### config.mk
export PLATFORM = sky130hd
export DESIGN_NAME = adc_loopback
export DESIGN_NICKNAME = d
export VERILOG_FILES = /design/src/rtl/chirp_dsp_pkg.sv /design/src/rtl/adc_loopback.sv
export SDC_FILE = /design/constraint.sdc
export NUM_CORES = 2
export LEC_CHECK = 0
export ABC_AREA = 1
export ABC_CLOCK_PERIOD_IN_PS = 1100
export BUFFER_PORTS_ARGS = -buffer_cell sky130_fd_sc_hd__buf_2
export CAP_MARGIN = 10
export CELL_PAD_IN_SITES_DETAIL_PLACEMENT = 0
export CELL_PAD_IN_SITES_GLOBAL_PLACEMENT = 2
export CORE_MARGIN = 2
export CORE_UTILIZATION = 39
export DETAILED_ROUTE_END_ITERATION = 7
export PLACE_DENSITY_LB_ADDON = 0.1
export SKIP_CTS_REPAIR_TIMING = 1
export SYNTH_ARGS = -nofsm -noshare
export SYNTH_HDL_FRONTEND = slang
export SYNTH_SLANG_ARGS = --single-unit
### constraint.sdc
create_clock -name clk_245_76MHz -period 1.1 [get_ports clk_245_76MHz]
set_clock_uncertainty 0.15 [all_clocks]
set_input_delay 0.055 -clock clk_245_76MHz [delete_from_list [all_inputs] [get_ports clk_245_76MHz]]
set_output_delay 0.055 -clock clk_245_76MHz [all_outputs]
set_load 0.02 [all_outputs]
### src/rtl/chirp_dsp_pkg.sv
package chirp_dsp_pkg;

  // one converter sample, two's complement
  typedef logic signed [15:0] sample_t;

  // packed i/q pair, i sits in 31:16
  typedef logic [31:0] iq_t;

  // phase accumulator and frequency words
  typedef logic [31:0] tuning_word_t;

  // chirp sequencing
  typedef enum logic [1:0] {
    CHIRP_IDLE   = 2'd0,
    CHIRP_READY  = 2'd1,
    CHIRP_ACTIVE = 2'd2,
    CHIRP_DONE   = 2'd3
  } chirp_state_t;

  // samples come from the top phase bits
  localparam int SAMPLE_LSB = 16;

  // q leads i by a quarter turn
  localparam logic [15:0] QUARTER_TURN = 16'h4000;

endpackage

### src/rtl/adc_loopback.sv
`timescale 1ns/1ps

module adc_loopback #(
  parameter int ADC_DELAY = 100
) (
  input  logic                   clk_245_76MHz,
  input  logic                   cpu_reset,
  input  chirp_dsp_pkg::sample_t dds_i_i,
  input  chirp_dsp_pkg::sample_t dds_q_i,
  input  logic                   dds_valid_i,
  output chirp_dsp_pkg::iq_t     dac_iq_o,
  output chirp_dsp_pkg::iq_t     adc_iq_o,
  output logic                   adc_valid_o
);

  import chirp_dsp_pkg::*;

  sample_t dac_i_r;
  sample_t dac_q_r;
  sample_t dac_i_rr;
  sample_t dac_q_rr;
  sample_t half_i;
  sample_t half_q;
  iq_t     delay_q [ADC_DELAY];

  // two register stages on the converter board dac path
  always_ff @(posedge clk_245_76MHz) begin
    dac_i_r  <= dds_valid_i ? dds_i_i : sample_t'(0);
    dac_q_r  <= dds_valid_i ? dds_q_i : sample_t'(0);
    dac_i_rr <= dac_i_r;
    dac_q_rr <= dac_q_r;
  end

  assign dac_iq_o = {dac_i_rr, dac_q_rr};

  // loop attenuation, sign kept
  assign half_i = dac_i_rr >>> 1;
  assign half_q = dac_q_rr >>> 1;

  // round-trip delay to the adc
  always_ff @(posedge clk_245_76MHz) begin
    if (cpu_reset) begin
      for (int d = 0; d < ADC_DELAY; d++) begin
        delay_q[d] <= '0;
      end
    end else begin
      delay_q[0] <= {half_i, half_q};
      for (int d = 1; d < ADC_DELAY; d++) begin
        delay_q[d] <= delay_q[d-1];
      end
    end
  end

  assign adc_iq_o = delay_q[ADC_DELAY-1];

  // converter streams continuously once out of reset
  always_ff @(posedge clk_245_76MHz) begin
    adc_valid_o <= !cpu_reset;
  end

endmodule

# After elaboration in Yosys (flattened, before gate mapping)
# Memory sizes are Yosys's and may differ from the RTL's.
# Cells that the tools add are included.
# op_classes
n_mux	103
n_bitwise	100
n_reduce_logical	1
# op_table
operator	count
32-bit 2-to-1 mux	100
1-bit OR	100
1-bit 2-to-1 mux	3
1-bit zero test	1
# word_totals
regBits	65
mem_bits_rw	3200
out_inout_bits	65
elab_cells	210
memories	1
# mem_list
name	depth	width	read_ports	rd_ports_with_merged_regs	write_ports	line	source
delay_q	100	32	100	0	100	adc_loopback.sv:24	iq_t delay_q [ADC_DELAY];

# Logic depth before layout (Yosys ltp)
# logic_depth
depth_word	3
ltp_mapped	5
ltp_nobuf	2

# Least setup slack after synthesis
# Ideal clock, no wire load.
# synth_path
kind	input to register
from	input port cpu_reset
to	memory delay_q[0][0] (netlist name)
t_arrival_ns	0.677
t_required_ns	0.838
slack_ns	0.161
cell_stages	5
cell_sequence	buf_2 buf_6 buf_6 buf_6 nor2_1
# synth_rtl
element	line	source
from (decl)	adc_loopback.sv:7	input logic cpu_reset,
to (decl)	adc_loopback.sv:24	

# Worst setup path in the final report
# layout_path
from	register dac_q_rr[8]
to	output port dac_iq_o[8]
# layout_rtl
element	line	source
from (decl)	adc_loopback.sv:21	sample_t dac_q_rr;
from (signal assigned)	adc_loopback.sv:31	dac_q_rr <= dac_q_r;
to (decl)	adc_loopback.sv:11	output chirp_dsp_pkg::iq_t dac_iq_o,
# No word-level cell between the ends.

==> out/qor.txt <==
Initial Util - 0.392
maximum clock path buffer count - 4
Mapped Area - 88100 um2
crit end category - output pin
IO Port Bufs - 99
max_slew headroom - 0.610
hold depth - 4
Slew Limit Fails - 0
setup TNS - -27.26 ns
GRT Total Usage - 0.0913
Cell Pwr Density - 2130 nW/um2
DIE HEIGHT - 479 um
commonest cells after routing, fill and taps aside - inv_1 (3033), dfxtp_1 (3002), nor2_1 (3000), clkbuf_16 (334), buf_4 (122)
run status - finished, violations left
hold_sp - dds_valid_i
CTS tree - done
fin worst setup slack - -0.445 ns
Worst-Margin Slew - 0.585 ns
Vias/cell - 3.73
Die ar. - 230000 um2
Setup violations, final - 65
root buffer cell - clkbuf_16
register cell area after layout - 61400 um2
Data arrival, critical path - 1.34 ns
core area - 225000 um2
initial antenna violation count - 1
grt ovf - 0
WS Path Type - reg2out
area added between synthesis and finish - 16.2%
area leader, netlist - dfxtp_1
remaining antenna violation count after routing - 0
drt initial violations - 1550
Final Cell Area - 102000 um2
Die Wd - 479 um
clk sinks - 3065
Tightest Hold Check Type - in2reg
Ports - 100
CTS H-tree depth - 5
Mapped Avg Cell Area - 9.27 um2
layout cells sized above 1 - 0.0820
vias in the first global route - 45200
Hold Vio Cnt, Final - 0
DR vias - 48700
drt first pass iters - 5
Num CTS Buffers - 328
top-area cell type share of the netlist area - 0.697
#FFs+latches synth - 3065
syn nets - 9534
latest clock arrival within the worst-skew pair - 0.89 ns
Cell Rows - 174
R2R depth - 3
main area contributors after synthesis - dfxtp_1 (70%), inv_1 (13%), nor2_1 (13%)
Fillers - 22100
Reg2Reg Launch Point - dac_i_rr[10]
fmax - 647 MHz
delay-heaviest family, CP - flip-flops
period utilisation layout - 1.40
Cell Area, Placed - 90900 um2
most common cell after layout, fill and taps aside - inv_1
max incr delay on CP - 0.34 ns
Worst Path Required - 0.89 ns
failing checks - setup timing
Reg clk slew, reported paths - 0.05 ns
Slowest-stage cell, CP - dfxtp_2
YS warnings - 0
Max Cap Viol - 0
largest net degree at the start of global routing - 75
crit path cell chain - buf_6
R2R Setup Slk - 0.32 ns
Final HPWL DP - 54.3 mm
count of unique library cells instantiated by Yosys - 8
DR WL/cell - 7.79 um
first-pass GRT wire length - 186 mm
Final Critical Period - 1.54 ns
Worst Hold End - dac_q_r[6]
post-layout net count - 9864
unrepaired setup endpoints after global routing - yes
P_leak - 39.8 nW
gpl congestion - 0.658
area of the multi-input gates - 11400 um2
type of origin of the critical path - flip-flop
Seq/Total Area, Yosys - 0.697
Crit path buffers/inverters - 1
DRC viols - 0
cells after synthesis - 9499
reg2reg end - delay_q[0][25]
total wire length - 102 mm
Crit Path Max Fanout - 2
VDD IR max - 1520 uV
[state kept, by name (all words and copies together), names as in the netlist]
register,count
dac_q_rr,16
dac_q_r,16
delay_q,3000
adc_valid_o,1
dac_i_r,16
dac_i_rr,16
[how the worst max path moves through the flow]
stage / from / to / slack, ns / depth (start not counted)
finish: dac_q_rr[8] / dac_iq_o[8] / -0.44 / 1
global route: dac_q_rr[8] / dac_iq_o[8] / -0.55 / 1
CTS: dac_q_rr[1] / dac_iq_o[1] / -0.65 / 1
detailed placement: cpu_reset / delay_q[0][1680] / -0.06 / 5
global placement: cpu_reset / delay_q[0][899] / -0.05 / 5
floorplan: cpu_reset / delay_q[0][0] / 0.16 / 5
[cell type report]
class	instances	share of cell area
Antenna cell	1	0.0000245
Clock inverter	51	0.00522
Multi-Input combinational cell	3032	0.111
Sequential cell	3065	0.600
Timing Repair Buffer	369	0.0404
Clock buffer	501	0.0949
Tap cell	2992	0.0366
Inverter	3033	0.111
[per-stage QoR]
step           setup WS, ns  total power, W  hold slack (ns)  std cells  utilization
2_1_floorplan         0.161           0.116         -0.00155       9499            -
5_1_grt              -0.550           0.228           0.0473      13000        0.455
3_3_place_gp        -0.0511           0.117           0.0804      12400        0.405
6_report             -0.445           0.218           0.0592      13000        0.455
3_5_place_dp        -0.0560           0.117           0.0886      12400        0.405
4_1_cts              -0.647           0.223           -0.906      13000        0.450
[metal layers]
metal,vias to the layer above,track usage,part of all wire,routed length (um)
met2,445,0.162,0.46,47000
li1,26100,-,-,-
met4,0,0.0462,0.044,4510
met5,-,0,0,0
met3,353,0.0259,0.044,4510
met1,21700,0.0990,0.45,45600
[logic make-up (layout without fill, tap and decap cells)]
logic type	after synthesis	in the layout	synth area share
DFF	3065	3065	0.697
buffers and inverters	3402	3954	0.174
and+or+nand+nor	3032	3032	0.129
other	0	1	0
[Yosys cell counts]
cell / count
buf_2: 13
buf_4: 32
buf_6: 321
clkbuf_1: 3
dfxtp_1: 3065
inv_1: 3033
nand2_1: 32
nor2_1: 3000
[power by group]
| group | total (W) | switching [W] | internal (W) | leakage (nW) |
|---|---|---|---|---|
| Combinational | 0.00329 | 0.00202 | 0.00127 | 10.1 |
| Clock | 0.103 | 0.0404 | 0.0627 | 5.06 |
| Sequential | 0.111 | 0.0000814 | 0.111 | 24.7 |
| Total | 0.218 | 0.0425 | 0.175 | 39.8 |
(Power assumes the default switching activity.)
