--- config.mk ---
export PLATFORM = sky130hd
export DESIGN_NAME = axis_stream_out
export DESIGN_NICKNAME = d
export VERILOG_FILES = /design/src/rtl/capture_pkg.sv /design/src/rtl/axis_stream_out.sv
export SDC_FILE = /design/constraint.sdc
export NUM_CORES = 1
export LEC_CHECK = 0
export ABC_AREA = 1
export BUFFER_PORTS_ARGS = -buffer_cell sky130_fd_sc_hd__buf_2
export CAP_MARGIN = 20
export CELL_PAD_IN_SITES_DETAIL_PLACEMENT = 2
export CELL_PAD_IN_SITES_GLOBAL_PLACEMENT = 2
export CORE_AREA = 2 2 96 98
export DETAILED_ROUTE_END_ITERATION = 6
export DIE_AREA = 0 0 98 100
export GPL_ROUTABILITY_DRIVEN = 0
export PLACE_DENSITY_LB_ADDON = 0.1
export SLEW_MARGIN = 20
export SYNTH_ARGS = -nofsm -noshare
export SYNTH_HDL_FRONTEND = slang
export SYNTH_SLANG_ARGS = --single-unit
--- constraint.sdc ---
create_clock -name clk_245_76MHz -period 4.2 [get_ports clk_245_76MHz]
set_input_delay 0.21 -clock clk_245_76MHz [delete_from_list [all_inputs] [get_ports clk_245_76MHz]]
set_output_delay 0.21 -clock clk_245_76MHz [all_outputs]
set_load 0.01 [all_outputs]
--- src/rtl/capture_pkg.sv ---
package capture_pkg;

  // source select for one 32-bit half of a capture word
  typedef enum logic [1:0] {
    ROUTE_ADC_IQ     = 2'd0,
    ROUTE_DAC_IQ     = 2'd1,
    ROUTE_ADC_COUNT  = 2'd2,
    ROUTE_GLBL_COUNT = 2'd3
  } route_sel_t;

  // one half of a capture word, also the control word
  typedef logic [31:0] half_word_t;

  // upper half in 63:32
  typedef logic [63:0] capture_word_t;

  // sample and cycle counters
  typedef logic [31:0] counter_t;

  // route field positions in the control word
  localparam int ROUTE_LO_LSB = 0;
  localparam int ROUTE_HI_LSB = 4;

endpackage

--- src/rtl/axis_stream_out.sv ---
`timescale 1ns/1ps

module axis_stream_out (
  input  logic                       clk_245_76MHz,
  input  logic                       cpu_reset,
  input  capture_pkg::capture_word_t rd_data_i,
  input  logic                       rd_last_i,
  input  logic                       rd_empty_i,
  input  logic                       axis_tready_i,
  output logic                       rd_en_o,
  output capture_pkg::capture_word_t axis_tdata_o,
  output logic                       axis_tlast_o,
  output logic                       axis_tvalid_o
);

  // fifo output holds a word not yet taken
  logic pending_q;
  logic load;

  // output register free or handing off this cycle
  assign load    = pending_q && (!axis_tvalid_o || axis_tready_i);
  // one read outstanding at most
  assign rd_en_o = !rd_empty_i && (!pending_q || load);

  always_ff @(posedge clk_245_76MHz) begin
    if (cpu_reset) begin
      pending_q     <= 1'b0;
      axis_tvalid_o <= 1'b0;
    end else begin
      if (rd_en_o) begin
        pending_q <= 1'b1;
      end else if (load) begin
        pending_q <= 1'b0;
      end
      if (load) begin
        axis_tvalid_o <= 1'b1;
      end else if (axis_tready_i) begin
        axis_tvalid_o <= 1'b0;
      end
    end
  end

  always_ff @(posedge clk_245_76MHz) begin
    if (load) begin
      axis_tdata_o <= rd_data_i;
      axis_tlast_o <= rd_last_i;
    end
  end

  // stalled beat holds until accepted
  stall_hold_a : assert property (
    @(posedge clk_245_76MHz) disable iff (cpu_reset)
    (axis_tvalid_o && !axis_tready_i) |=>
      (axis_tvalid_o && $stable(axis_tdata_o) && $stable(axis_tlast_o))
  );

endmodule

# [Word level (Yosys, flattened, before mapping)]
# Index checks and enable logic that the tools add are counted.
[word_totals] ff_bits=67
[op_classes] muxes=4 n_reduce_logical=9
[op_table] cell="1-bit 2-to-1 mux" n=4
[op_table] cell="2-bit nonzero test" n=2
[op_table] cell="1-bit logical NOT" n=3
[op_table] cell="1-bit logical AND" n=2
[op_table] cell="1-bit logical OR" n=2

# [Depth between registers and ports, before layout]
# Gate-level depths: netlist (run 1).
[logic_depth] depth_word=6 depth_mapped=4

# [Worst setup path before layout (run 1)]
# No wires, ideal clock.
[synth_timing] path_type="register to register" from="register axis_tvalid_o" to="register axis_tdata_o[0], enable pin" setup_time_ps=509 t_arrival_ps=3556 t_required_ps=3691 path_slack_ps=134 stages_incl_launch_ff=2 path_buffers=0 period_less_slack_ps=4066 cell_sequence="dfxtp_1 -> a21oi_1"
[synth_between] elab_chain_len=3
[synth_lines] element="start: declaration" line="axis_stream_out.sv:13" text="output logic axis_tvalid_o"
[synth_lines] element="start signal: assignment" line="axis_stream_out.sv:28" text="axis_tvalid_o <= 1'b0;"
[synth_lines] element="start signal: assignment" line="axis_stream_out.sv:36" text="axis_tvalid_o <= 1'b1;"
[synth_lines] element="start signal: assignment" line="axis_stream_out.sv:38" text="axis_tvalid_o <= 1'b0;"
[synth_lines] element="1-bit logical NOT" line="axis_stream_out.sv:21" text="assign load = pending_q && (!axis_tvalid_o || axis_tready_i);"
[synth_lines] element="1-bit logical OR" line="axis_stream_out.sv:21"
[synth_lines] element="1-bit logical AND" line="axis_stream_out.sv:21"
[synth_lines] element="named net load" line="axis_stream_out.sv:18" text="logic load;"
[synth_lines] element="end signal: assignment" line="axis_stream_out.sv:45" text="axis_tdata_o <= rd_data_i;"
[synth_lines] element="end: declaration" line="axis_stream_out.sv:11" text="output capture_pkg::capture_word_t axis_tdata_o,"
# The timed path passes the listed nets, and every way through them passes these cells.
# A chain may end at the register's enable or synchronous reset.

# [Worst setup path in the final report (run 1)]
[layout_timing] from="register pending_q" to="register axis_tdata_o[23], enable pin"
[layout_between] elab_chain_len=1
[layout_lines] element="start: declaration" line="axis_stream_out.sv:17" text="logic pending_q;"
[layout_lines] element="start signal: assignment" line="axis_stream_out.sv:27" text="pending_q <= 1'b0;"
[layout_lines] element="start signal: assignment" line="axis_stream_out.sv:31" text="pending_q <= 1'b1;"
[layout_lines] element="start signal: assignment" line="axis_stream_out.sv:33" text="pending_q <= 1'b0;"
[layout_lines] element="1-bit logical AND" line="axis_stream_out.sv:21"
[layout_lines] element="named net load" line="axis_stream_out.sv:18"
# The timed path passes the listed nets, and every way through them passes these cells.

==> reports/metrics.yaml, run 1 <==
run_status: "completed"
viasPerCell: 3.844
drv_cap: 0
grt_use_met1_pct: 11.46
start_kind: "flop"
synthTopCellsByCount: "edfxtp_1 (65), inv_1 (3), a21oi_1 (2), dfxtp_1 (2), nand2_1 (2)"
cts-root-buf: "clkbuf_8"
slew_viol_final: 0
slew_headroom_pct: 36.35
critical_path_class: "flop to flop"
rr_startpoint: "pending_q"
hold_path.class: "primary input to flop"
synthArstFlopShare_pct: 0
drc_errors: 0
grt_max_degree: 37
rsz0062_at_grt: "false"
reg2reg_slack_ps: 2100
grt_pass1_wl_mm: 7.879
nNetsFinal: 293
synth_area_mm2: 0.002043
ys_top_cells_by_area: "edfxtp_1 (96%), dfxtp_1 (2.0%), inv_1 (0.55%), a21oi_1 (0.49%), nand3_2 (0.49%)"
power_density_mw_per_mm2: 445.1
cts_resized: 0
ys_seq_area_share_pct: 97.49
timing.final.crit_period_ps: 2099
cts.hold.buffers_added: 0
cp.arrival_ps: 2060
overflow: 0
hold-worst-slack_ps: 56.59
hold_depth: 1
port_buffers: 135
stdcell_area_mm2: 0.003050
total_power_w: 0.001358
post-cts-setup-buffer-count: 0
firstDrtPassIters: 4
grt_util_met3_pct: 6.685
ir_drop_mv: 0.1600
dieArea_mm2: 0.009800
ys.flop_type: "edfxtp_1"
synth_cell_type_count: 8
whs_endpoint: "axis_tdata_o[8]"
antenna_cells_inserted: 0
timing.final.crit_share_pct: 49.97
top_usage_layer: "met2"
worstSkewPairLatency_ps: 320
cts.path.max_buffers: 2
first_iter_violations: 2
io_pins: 136
crit_required_ps: 4160
die_w_um: 98
rows: 35
cts_tree: "yes"
hold_viol: 0
die_h_um: 100
timing.fmax_ghz: 0.4765
syn_inst: 77
fin_util_pct: 34.31
initial_core_util_pct: 22.98
worst-path-max-fanout: 36
h-tree-depth: 3
syn_avg_cell_area_um2: 26.54
antenna_found_initial: 0
synth_seq_cells: 67
placed_cell_area_mm2: 0.002877
clock_skew_ps: 6.929
hp-start: "rd_data_i[8]"
cts_buffers: 9
critPathCaptureType: "flop"
synth_fp_nets: 146
worstReg2RegEnd: "axis_tdata_o[23]"
tightest_slew_ps: 952.6
ff_latch_area_mm2: 0.001992
final-setup-viol-count: 0
grt_pass1_vias: 1424
wl_per_cell_um: 15.19
place_hpwl_mm: 3.949
syn_to_final_growth_pct: 49.30
leakage_nw: 1.280
ant_nets: 0
cts_sinks: 67
fillCellCount: 934
crit_start: "pending_q"
multi_input_area_um2: 47.55
vias: 1303
synth_edf_count: 65
coreArea_mm2: 0.008890
wl_mm: 5.149
reg2regPathDepth: 3
drive_above_1_share_pct: 66.23
path_clk_slew_ps: 70
yosys_warnings: 0
yosysMostFrequentCell: "edfxtp_1"
synth.top_cell.area_share_pct: 95.53
use_met2_pct: 18.12
fin_setup_tns_ps: 0
grtUsageTotal_pct: 10.92
yosysTopAreaCell: "edfxtp_1"
[through the flow]
step	cells	setup slack, ps
floorplan	77	134.2
global placement	324	2193
detailed placement	324	2078
CTS	339	2059
global route	339	1900
finish	339	2101
[worst max path at each step]
stage,endpoint,slack (ps)
final,axis_tdata_o[23],2100
after global placement,axis_tdata_o[27],2190
after CTS,axis_tdata_o[19],2060
after detailed placement,axis_tdata_o[38],2080
after floorplan,axis_tdata_o[0],130
after global routing,axis_tdata_o[6],1900
[placed cells by master (no fill, tap or decap), drive strengths merged]
cell type,Yosys,final
buf,0,136
edfxtp,65,65
clkbuf,0,11
inv,4,4
clkinv,0,3
a21oi,3,3
nand2,2,2
dfxtp,2,2
nand3,1,1
bufinv,0,1
[routing by layer]
| metal | up-vias | share of wire, % |
|---|---|---|
| met2 | 82 | 51 |
| met4 | 0 | 0.93 |
| met5 | - | 0 |
| met3 | 4 | 13 |
| li1 | 593 | - |
| met1 | 624 | 35 |
[final cells by class]
class                      count  area share [%]
sequential                    67           65.30
timing repair buffer         136           22.40
tap                          111           4.553
clock buffer                  11           4.307
multi-input combinational      6           1.559
clock inverter                 4           1.395
inverter                       4          0.4922
[cell families after synthesis]
group	after synthesis	synth area share [%]
flops	67	97.49
buf+inv	4	0.7346
simple gates	3	0.8575
compound gates	3	0.9187
[sequential cells by signal, summed over array words and instances (netlist names)]
name           count
axis_tdata_o      64
axis_tlast_o       1
pending_q          1
axis_tvalid_o      1
[worst max-delay path, stage by stage (launching register included)]
cell and delay, ps:
dfxtp_1 350, inv_1 80, a21oi_4 720, buf_4 560
[where the power goes]
part	total [W]	switching, W	leakage, nW	internal, W
logic	0.0000944	0.0000521	0.567	0.0000423
clock network	0.000486	0.000219	0.0882	0.000267
registers	0.000777	0.00000746	0.625	0.000770
total	0.00136	0.000279	1.28	0.00108
Power figures use the tool's default switching activity.
==> run 2, diff against run 1 <==
==> constraint.sdc (replaced) <==
create_clock -name clk_245_76MHz -period 1.9 [get_ports clk_245_76MHz]
set_input_delay 0.095 -clock clk_245_76MHz [delete_from_list [all_inputs] [get_ports clk_245_76MHz]]
set_output_delay 0.095 -clock clk_245_76MHz [all_outputs]
set_load 0.01 [all_outputs]
==> reports/metrics.yaml, run 2 (synthesis gave the netlist of run 1 again) <==
grt_max_degree: 34  # -8.1%
largest_register_ffs: 64  # unchanged
final_cell_mix: "buf_2 (135), dlygate4sd3_1 (67), edfxtp_1 (65)"
leakage_nw: 1.582  # +24%
wl_mm: 5.962  # +16%
antenna_cells_inserted: 0  # unchanged
cts_buffers: 9  # unchanged
run_status: "completed"
coreArea_mm2: 0.008890  # unchanged
cts_tree: "yes"
final_common_cell: "buf_2"
drv_cap: 0  # unchanged
multi_input_area_um2: 47.55  # unchanged
wl_per_cell_um: 14.61  # -3.8%
antenna_found_initial: 0  # unchanged
path_clk_slew_ps: 70  # about the same
power_density_mw_per_mm2: 878.2  # +97%
grt_pass1_vias: 1768  # +24%
nNetsFinal: 361  # +23%
rsz0062_at_grt: "false"
cts.path.max_buffers: 2  # unchanged
critical_path_class: "flop to flop"
ir_drop_mv: 0.4052  # +150%
rows: 35  # unchanged
grt_pass1_wl_mm: 9.032  # +15%
syn_to_final_growth_pct: 84.26
clock_skew_ps: 9.365  # +2.436 ps
port_buffers: 135  # unchanged
cpLargestDelayFamily: "buffers and inverters"
ant_nets: 0  # unchanged
slowest_delay_ps: 380  # -340 ps
first_iter_violations: 23  # +21
firstDrtPassIters: 4  # unchanged
cts_resized: 0  # unchanged
slew_headroom_pct: 72.18  # +36 points
viasPerCell: 3.841  # about the same
instances_no_fill: 408  # +20%
cts-root-buf: "clkbuf_8"
timing.final.crit_share_pct: 69.91  # +20 points
overflow: 0  # unchanged
drive_above_1_share_pct: 52.53  # -14 points
die_h_um: 100  # unchanged
hold_path.class: "primary input to flop"
dieArea_mm2: 0.009800  # unchanged
ff_latch_area_mm2: 0.001993  # about the same
worst-path-max-fanout: 33  # -8.3%
layout_setup_ws_ps: 571.6  # -1530 ps
io_pins: 136  # unchanged
crit_path_top_delay_cell: "buf_4"
cts_sinks: 67  # unchanged
critPathCaptureType: "flop"
cp.arrival_ps: 1310  # -750 ps
start_kind: "flop"
worstPathCellList: "inv_1, a21oi_4, buf_4"
vias: 1567  # +20%
fillCellCount: 899  # -3.7%
place_hpwl_mm: 3.944  # -0.14%
slew_viol_final: 0  # unchanged
pre_cts_slack_ps: 585.2  # -1493 ps
path_buf_inv: 2  # unchanged
worstSkewPairLatency_ps: 330  # about the same
timing.fmax_ghz: 0.7528  # +58%
regMostFlops: "axis_tdata_o"
timing.final.crit_period_ps: 1328  # -770.3 ps
grtUsageTotal_pct: 12.37  # +1.4 points
total_power_w: 0.003306  # +140%
h-tree-depth: 3  # unchanged
final-setup-viol-count: 0  # unchanged
die_w_um: 98  # unchanged
drc_errors: 0  # unchanged
hold_viol: 0  # unchanged
initial_core_util_pct: 22.98  # unchanged
dpl.cell_count: 325  # +0.31%
fin_setup_tns_ps: 0  # unchanged
tightest_slew_ps: 417.3  # -535.3 ps
crit_required_ps: 1880  # -2280 ps
[run 2: cell count changes in the layout (fill, tap and decap cells not counted)]
cell and change:
buf_4 +1, bufinv_16 +1, clkinv_1 -2, clkinv_2 +1, clkinvlp_4 +1, dfxtp_1 -1, dfxtp_2 +1, dlygate4sd3_1 +67
[run 2: per-layer routing]
layer / track usage, % / part of all wire (%)
met5: 0 / 0
met3: 4.666 / 7.6
met4: 4.487 / 1.2
met1: 12.53 / 38
met2: 23.18 / 53
[run 2: worst paths after layout]
check / start / slack (ps) / endpoint / depth (start not counted)
worst min-delay path: axis_tready_i / 60 / axis_tvalid_o / 4
worst max register to register: pending_q / 570 / axis_tdata_o[56] / 3
worst max-delay path: pending_q / 570 / axis_tdata_o[56] / 3
worst min register to register: axis_tvalid_o / 510 / axis_tvalid_o / 2
[run 2: stage by stage]
| step | hold slack, ps | util, % | area (um^2) |
|---|---|---|---|
| floorplan | 156.7 | - | 2056 |
| global placement | 268.7 | 32.46 | 2885 |
| detailed placement | 273.5 | 32.46 | 2885 |
| CTS | 35.70 | 42.35 | 3765 |
| global route | 48.44 | 42.35 | 3765 |
| finish | 55.07 | 42.35 | 3765 |
[run 2: what timing repair did]
action                                 4_1_cts  5_1_grt
endpoints found under the hold margin       67        0
buffers inserted                             0        0
hold buffers                                67        0
[run 2: layout make-up]
class                      instances  share of cell area [%]
sequential                        67                   52.94
clock buffer                      11                   3.490
timing repair buffer             204                   36.16
inverter                           4                  0.3988
clock inverter                     5                   2.060
tap                              111                   3.689
multi-input combinational          6                   1.263
[run 2: power breakdown]
part | switching, W | internal, W | leakage (nW) | total, W
clock | 0.000530 | 0.000736 | 0.103 | 0.00127
sequential | 0.0000180 | 0.00170 | 0.625 | 0.00172
combinational | 0.000136 | 0.000185 | 0.854 | 0.000321
[run 2: worst reg2reg max path: stages, from the launching register on]
cell     delay, ps
dfxtp_1        360
inv_1           90
a21oi_4        120
buf_4          380
