**config.mk**
```make
export PLATFORM = sky130hd
export DESIGN_NAME = chirp_dds_gen
export DESIGN_NICKNAME = d
export VERILOG_FILES = /design/src/rtl/chirp_dsp_pkg.sv /design/src/rtl/capture_pkg.sv /design/src/rtl/chirp_dds_gen.sv
export SDC_FILE = /design/constraint.sdc
export NUM_CORES = 1
export LEC_CHECK = 0
export BUFFER_PORTS_ARGS = -buffer_cell sky130_fd_sc_hd__buf_2
export CAP_MARGIN = 20
export CORE_AREA = 2 2 148 179
export CTS_CLUSTER_SIZE = 40
export DETAILED_ROUTE_END_ITERATION = 16
export DIE_AREA = 0 0 150 181
export PLACE_DENSITY = 0.7
export RECOVER_POWER = 50
export REMOVE_ABC_BUFFERS = 1
export SYNTH_ARGS = -nofsm -noshare
export SYNTH_HDL_FRONTEND = slang
export SYNTH_SLANG_ARGS = --single-unit
```
**constraint.sdc**
```tcl
create_clock -name clk_245_76MHz -period 3.75 [get_ports clk_245_76MHz]
set_input_delay 0.1875 -clock clk_245_76MHz [delete_from_list [all_inputs] [get_ports clk_245_76MHz]]
set_output_delay 0.1875 -clock clk_245_76MHz [all_outputs]
set_load 0.05 [all_outputs]
```
**src/rtl/chirp_dsp_pkg.sv**
```systemverilog
package chirp_dsp_pkg;

  // one converter sample, two's complement
  typedef logic signed [15:0] sample_t;

  // packed i/q pair, i sits in 31:16
  typedef logic [31:0] iq_t;

  // phase accumulator and frequency words
  typedef logic [31:0] tuning_word_t;

  // chirp sequencing
  typedef enum logic [1:0] {
    CHIRP_IDLE   = 2'd0,
    CHIRP_READY  = 2'd1,
    CHIRP_ACTIVE = 2'd2,
    CHIRP_DONE   = 2'd3
  } chirp_state_t;

  // samples come from the top phase bits
  localparam int SAMPLE_LSB = 16;

  // q leads i by a quarter turn
  localparam logic [15:0] QUARTER_TURN = 16'h4000;

endpackage

```
**src/rtl/capture_pkg.sv**
```systemverilog
package capture_pkg;

  // source select for one 32-bit half of a capture word
  typedef enum logic [1:0] {
    ROUTE_ADC_IQ     = 2'd0,
    ROUTE_DAC_IQ     = 2'd1,
    ROUTE_ADC_COUNT  = 2'd2,
    ROUTE_GLBL_COUNT = 2'd3
  } route_sel_t;

  // one half of a capture word, also the control word
  typedef logic [31:0] half_word_t;

  // upper half in 63:32
  typedef logic [63:0] capture_word_t;

  // sample and cycle counters
  typedef logic [31:0] counter_t;

  // route field positions in the control word
  localparam int ROUTE_LO_LSB = 0;
  localparam int ROUTE_HI_LSB = 4;

endpackage

```
**src/rtl/chirp_dds_gen.sv**
```systemverilog
`timescale 1ns/1ps

module chirp_dds_gen #(
  parameter int DDS_LATENCY = 2
) (
  input  logic                        clk_245_76MHz,
  input  logic                        cpu_reset,
  input  logic                        chirp_init_i,
  input  logic                        chirp_enable_i,
  input  chirp_dsp_pkg::tuning_word_t freq_offset_i,
  input  chirp_dsp_pkg::tuning_word_t tuning_coeff_i,
  input  capture_pkg::counter_t       count_max_i,
  output chirp_dsp_pkg::sample_t      dds_i_o,
  output chirp_dsp_pkg::sample_t      dds_q_o,
  output logic                        dds_valid_o,
  output logic                        chirp_ready_o,
  output logic                        chirp_active_o,
  output logic                        chirp_done_o
);

  import chirp_dsp_pkg::*;
  import capture_pkg::*;

  chirp_state_t state_q;
  counter_t     sample_cnt_q;
  tuning_word_t phase_q;
  tuning_word_t tuning_q;
  sample_t      raw_i;
  sample_t      raw_q;
  logic         last_sample;
  iq_t          iq_pipe_q [DDS_LATENCY];
  logic         valid_pipe_q [DDS_LATENCY];

  assign chirp_ready_o  = (state_q == CHIRP_READY);
  assign chirp_active_o = (state_q == CHIRP_ACTIVE);
  assign chirp_done_o   = (state_q == CHIRP_DONE);

  // last sample of the sweep at one per active cycle
  assign last_sample = (sample_cnt_q + 1'b1) >= count_max_i;

  always_ff @(posedge clk_245_76MHz) begin
    if (cpu_reset) begin
      state_q <= CHIRP_IDLE;
    end else begin
      case (state_q)
        CHIRP_IDLE, CHIRP_DONE: begin
          // re-arm from either resting state
          if (chirp_init_i) begin
            state_q <= CHIRP_READY;
          end
        end
        CHIRP_READY: begin
          if (chirp_enable_i) begin
            state_q <= CHIRP_ACTIVE;
          end
        end
        default: begin
          if (last_sample) begin
            state_q <= CHIRP_DONE;
          end
        end
      endcase
    end
  end

  // sweep starts at the offset with zero phase
  always_ff @(posedge clk_245_76MHz) begin
    if (chirp_ready_o && chirp_enable_i) begin
      phase_q      <= '0;
      tuning_q     <= freq_offset_i;
      sample_cnt_q <= '0;
    end else if (chirp_active_o) begin
      phase_q      <= phase_q + tuning_q;
      // linear frequency ramp
      tuning_q     <= tuning_q + tuning_coeff_i;
      sample_cnt_q <= sample_cnt_q + 1'b1;
    end
  end

  // sawtooth from the phase without a sine table
  assign raw_i = chirp_active_o ? sample_t'(phase_q[SAMPLE_LSB +: $bits(sample_t)]) : '0;
  assign raw_q = chirp_active_o ?
                 sample_t'(phase_q[SAMPLE_LSB +: $bits(sample_t)] + QUARTER_TURN) : '0;

  // output latency of the dds core
  always_ff @(posedge clk_245_76MHz) begin
    if (cpu_reset) begin
      for (int s = 0; s < DDS_LATENCY; s++) begin
        iq_pipe_q[s]    <= '0;
        valid_pipe_q[s] <= 1'b0;
      end
    end else begin
      iq_pipe_q[0]    <= {raw_i, raw_q};
      valid_pipe_q[0] <= chirp_active_o;
      for (int s = 1; s < DDS_LATENCY; s++) begin
        iq_pipe_q[s]    <= iq_pipe_q[s-1];
        valid_pipe_q[s] <= valid_pipe_q[s-1];
      end
    end
  end

  assign dds_i_o     = sample_t'(iq_pipe_q[DDS_LATENCY-1][31:16]);
  assign dds_q_o     = sample_t'(iq_pipe_q[DDS_LATENCY-1][15:0]);
  assign dds_valid_o = valid_pipe_q[DDS_LATENCY-1];

  chirp_active_done_excl_a : assert property (
    @(posedge clk_245_76MHz) disable iff (cpu_reset)
    !(chirp_active_o && chirp_done_o)
  );

endmodule

```
After elaboration in Yosys (flattened, before gate mapping)

Memory sizes are Yosys's and may differ from the RTL's.
Cells that the tools add are included.
Widths: inputs -> output; s select.

Register bits after elaboration: 98
Memory bits (writable): 66
Input bits: 100
Output and inout port bits: 36
Memories kept: 2

Add/sub/neg operators: 4
Order comparisons: 1
Equal/unequal tests: 5
Mux-type cells: 15
Bitwise logic cells: 4
Reductions and logical operators: 6

Memory list:

| name         | depth | bits a word | rd ports | clocked after Yosys merged registers in | wr ports | line                | source |
|---|---|---|---|---|---|---|---|
| iq_pipe_q    | 2     | 32          | 2        | 0                                       | 2        | chirp_dds_gen.sv:31 | `iq_t iq_pipe_q [DDS_LATENCY];` |
| valid_pipe_q | 2     | 1           | 2        | 0                                       | 2        | chirp_dds_gen.sv:32 | `logic valid_pipe_q [DDS_LATENCY];` |

Operators with widths:

| operator               | count |
|---|---|
| $mux 32                | 4 |
| $add 32x32->32         | 2 |
| $add 32x1->32 const B  | 1 |
| $ge 32x32->1           | 1 |
| $mux 16                | 2 |
| $add 16x15->16 const B | 1 |
| $mux 2                 | 3 |
| $mux 1                 | 5 |
| $eq 2x2->1 const B     | 2 |
| $ne 2x2->1 const B     | 2 |
| $or 1x1->1             | 4 |
| $pmux 2 s2             | 1 |
| $reduce_and 3->1       | 1 |
| $reduce_bool 3->1      | 1 |
| $eq 2x1->1 const B     | 1 |
| $logic_not 2->1        | 1 |
| $reduce_bool 2->1      | 1 |
| $reduce_or 2->1        | 1 |
| $logic_and 1x1->1      | 1 |

Depth between registers and ports, before layout

Depth in word-level cells: 4
Gate-level depth with buffers: 20

Least setup slack after synthesis

Ideal clock, no wire load.

Path type: reg-to-reg
Start: reg sample_cnt_q[0]
End: reg state_q[0]
Data arrival time: 3.625 ns
Path slack: 0.004 ns
Stages on the path, launching flop included: 21
Path buffers: 1
Period minus slack after synthesis: 3.746 ns
Cells stage by stage: dfxtp_1 > ha_1 > and3_1 > and3_1 > and3_1 > and3_1 > and3_1 > and2_1 > buf_4 > nand2_1 > xnor2_1 > ha_1 > a21o_1 > a21o_1 > a21o_1 > a21o_1 > a211oi_1 > o21ai_0 > nand2_1 > a21oi_1 > mux2_2

Longest elaborated chain between the ends: 4

Ends and longest elaborated chain:

| what                               | line                | source |
|---|---|---|
| start, declared                    | chirp_dds_gen.sv:25 | `counter_t sample_cnt_q;` |
| start signal, assigned             | chirp_dds_gen.sv:76 | `sample_cnt_q <= sample_cnt_q + 1'b1;` |
| $add 32x1->32                      | chirp_dds_gen.sv:39 | `assign last_sample = (sample_cnt_q + 1'b1) >= count_max_i;` |
| $ge 32x32->1                       | chirp_dds_gen.sv:39 |  |
| $reduce_bool 3->1 (no source line) | --                  |  |
| $reduce_and 3->1 (no source line)  | --                  |  |
| end signal, assigned               | chirp_dds_gen.sv:43 | `state_q <= CHIRP_IDLE;` |
| end signal, assigned               | chirp_dds_gen.sv:49 | `state_q <= CHIRP_READY;` |
| end signal, assigned               | chirp_dds_gen.sv:54 | `state_q <= CHIRP_ACTIVE;` |
| end, declared                      | chirp_dds_gen.sv:24 | `chirp_state_t state_q;` |

No other way between the ends.
A chain may end at the register's enable or synchronous reset.

Worst setup path in the final report

Start: reg sample_cnt_q[13]
End: reg state_q[0]

Same word-level chain as after synthesis.

==> key figures <==
Synth
  – Flop and latch count out of synthesis: approximately 140
  – Ys Warns: 0
  – Part of the Yosys area used for sequential elements: 32.05%
  – Post-synth EDFFs: 32
  – Main flop type after synthesis: dfxtp_1
  – Mapped Cells: roughly 1100
  – Yosys cell types: 71
  – FFs w/ async S/R, synth: 0%
  – Avg Synthesized Cell Area: 8.639 µm²
  – Post-Syn Area: 9494 µm²

Die
  – Top Ports: 136
  – Die ar.: 27150 µm²
  – Core area: 25300 µm²
  – Die Wd: 150 µm
  – Initial cell density of the core: around 38%
  – Die Height: 181 µm
  – Num rows: 64

Power
  – Sw frac: 42.37%
  – Sequential share of power: 27.2%
  – Peak VDD IR: 0.2616 mV
  – Sw power: approximately 3.6 mW
  – Clock share of power: 19.5%
  – Logic pwr share: 53.3%
  – Pint: 4.940 mW
  – Pwr Density: 773.5 nW/µm²
  – Leak: 5.148 nW

GRT
  – Initial antenna violation count: 0
  – Vias in the first global route: a little under 8000
  – Largest net degree at the start of global routing: 64
  – GRT overflow: 0
  – First-pass GRT wire length: 36710 µm
  – Global-route usage over all layers: 16.65%

STA
  – Period minus WS final: 3.687 ns
  – Unrepaired setup endpoints after global routing: yes
  – Worst slew margin relative to its limit: 23.01%
  – Final Hold Viols: 0
  – Final setup margin: between 0.06 and 0.07 ns
  – Worst slew pin tran: 1.155 ns
  – Final period util: slightly below 100%
  – Max-slew violations: 0
  – # setup viols final: 0
  – Max Clk Rate: 271.3 MHz
  – Setup skew after layout: 0.01526 ns

Setup path
  – Critical path arrival: 4.00 ns
  – Start point of the critical path: sample_cnt_q[13]
  – CP Class: reg2reg
  – CP required: 4.06 ns
  – Worst r2r src: sample_cnt_q[13]
  – Worst setup SP type: flop
  – Worst setup EP type: flop
  – CP max FO: 9

Clock tree
  – Reg clk slew, reported paths: about 0.070 ns
  – Cts bufs inserted: 17
  – Sink Count: approximately 140
  – Clock root buffer: clkbuf_16
  – H-tree depth: 4
  – Later-pin clock latency in the skew report: roughly 0.44 ns
  – CTS tree: built
  – Maximum buffer depth of the clock tree: 2

Finish
  – FF+latch area: 3054 µm²
  – Share of post-route cells with drive strength above 1: between 15 and 20%
  – # diodes: 0
  – Area grow syn2layout: 16.74%
  – Area used by multi-input combinational logic: 5952 µm²
  – Layout Nets: 1418
  – Fillers: 2567
  – Cell area after layout: 11080 µm²

Place
  – Hpwl dp: 16790 µm
  – Area post-placement: roughly 10000 µm²
  – Global placer's final weighted congestion: 0.9071
  – Port Buf Inserts: 135
  – Worst slack at placement: -0.007059 ns

Routing
  – Initial DRC Count: 374
  – Routed WL per cell: ~15 µm
  – Pre-Repair DR Iteration Count: 5
  – Detail Route Antenna Nets: 0
  – Via count: 8095
  – # DRC: 0
  – Final WL: 22850 µm
  – Via/cell ratio: 5.189

Hold path
  – Worst hold path type: in2reg
  – Worst hold start: freq_offset_i[8]

Run status
  – Status: finished, final reports clean

Job
  – # Max-Cap Violations: 0
critical path: stages, from the launching register on:
cell	delay, ns
dfxtp_2	0.35
nand4_4	0.13
nor4_4	0.31
and3_4	0.23
and3_4	0.19
and3_4	0.18
and3_4	0.21
buf_4	0.18
nand3_1	0.11
xnor2_1	0.14
ha_1	0.30
nand4_1	0.14
nor4_2	0.34
and3_1	0.23
a41oi_2	0.06
a21oi_2	0.17
mux2_4	0.31
power groups by stage:
stage	Clock, mW	Combinational [mW]	Sequential [mW]
global route	1.78	5.12	2.38
detailed placement	0	4.50	2.36
floorplan	0	3.52	2.31
finish	1.67	4.57	2.33
global placement	0	4.39	2.35
CTS	1.71	4.54	2.33
cell usage in the layout, fill, tap and decap left out, types with 10 or more instances in the layout:
cell type  Yosys  layout
clkbuf_1      22      36
o21ai_0       52      51
ha_1          99      98
nand3_1       26      23
nand4_1       15      15
nor2b_1       27      27
and2_1        22      20
a21oi_1       86      85
nor3_1        24      23
o21a_1        17      17
clkbuf_16      0      17
and3_1        19      17
dfxtp_1      104      97
a21o_1        41      41
nand2_1       81      79
edfxtp_1      32      32
inv_1         55      55
nor2_1        88      87
xnor2_1       39      38
buf_2          5     100
mux2i_1       13      13
buf_4         33      32
o21bai_1      10      10
xor2_1        58      58
synthesized netlist by cell type (22+ instances only):
master | count | area, µm²
a21o_1 | 41 | 307.8
a21oi_1 | 86 | 430.4
and2_1 | 22 | 137.6
buf_4 | 33 | 247.7
clkbuf_1 | 22 | 82.58
dfxtp_1 | 104 | 2082
edfxtp_1 | 32 | 960.9
ha_1 | 99 | 1239
inv_1 | 55 | 206.5
nand2_1 | 81 | 304.0
nand3_1 | 26 | 130.1
nor2_1 | 88 | 330.3
nor2b_1 | 27 | 168.9
nor3_1 | 24 | 120.1
o21ai_0 | 52 | 260.3
xnor2_1 | 39 | 341.6
xor2_1 | 58 | 508.0
layer usage:
layer	GRT usage (%)	vias up	routed length [µm]
met2	29.15	192	11130
met1	20.34	3735	10190
li1	-	4131	-
met5	0	-	0
met4	6.642	0	571
met3	2.374	37	952
area by class of cell:
type | count | share of cell area, %
inverters | 55 | 1.863
well taps | 330 | 3.725
flip-flops and latches | 136 | 27.56
multi-input cells | 839 | 53.70
clock buffers | 17 | 3.838
repair buffers | 168 | 7.902
clock inverters | 15 | 1.411
sequential cells by signal, indices dropped and copies added, names as in the netlist:
signal,flops
iq_pipe_q,36
phase_q,32
sample_cnt_q,32
state_q,2
tuning_q,32
valid_pipe_q,2
metrics by stage:
| step | power [mW] | setup TNS [ns] | std cells | utilization (%) | hold slack [ns] |
|---|---|---|---|---|---|
| after floorplan | 5.835 | -23.80 | 1030 | - | 0.2586 |
| after global placement | 6.735 | 0 | 1526 | 41.18 | 0.4229 |
| after detailed placement | 6.863 | -0.007059 | 1526 | 41.18 | 0.4204 |
| after CTS | 8.584 | 0 | 1558 | 43.57 | 0.007373 |
| after global routing | 9.282 | -0.1062 | 1560 | 43.80 | 0.03024 |
| final | 8.572 | 0 | 1560 | 43.80 | 0.02299 |
logic make-up (layout without fill, tap and decap cells):
family                     after synthesis  count (layout)  synth area share, %
muxes                                   15              15                1.608
xor gates and xnor gates                97              97                8.948
and+or+nand+nor                        350             350                18.94
AOI/OAI and AO/OA                      276             276                18.60
adders and majority gates              101             101                13.47
buffers and inverters                  124             255                6.392
DFF                                    136             136                32.05
path summary, 6_finish.rpt:
path                                    endpoint  slack [ns]  cells after the start
worst max-delay path                  state_q[0]        0.06                     16
worst min-delay path                 tuning_q[8]        0.02                      3
worst max register to register        state_q[0]        0.06                     16
worst min register to register  iq_pipe_q[0][60]        0.44                      1
timing repair:
action | in CTS | in global routing
pin swaps | 1 | 16
setup buffers | 0 | 2
gates resized for setup | 5 | 25
hold buffers | 0 | 0
endpoints found under the setup margin | 2 | 2
(Power assumes the default switching activity.)
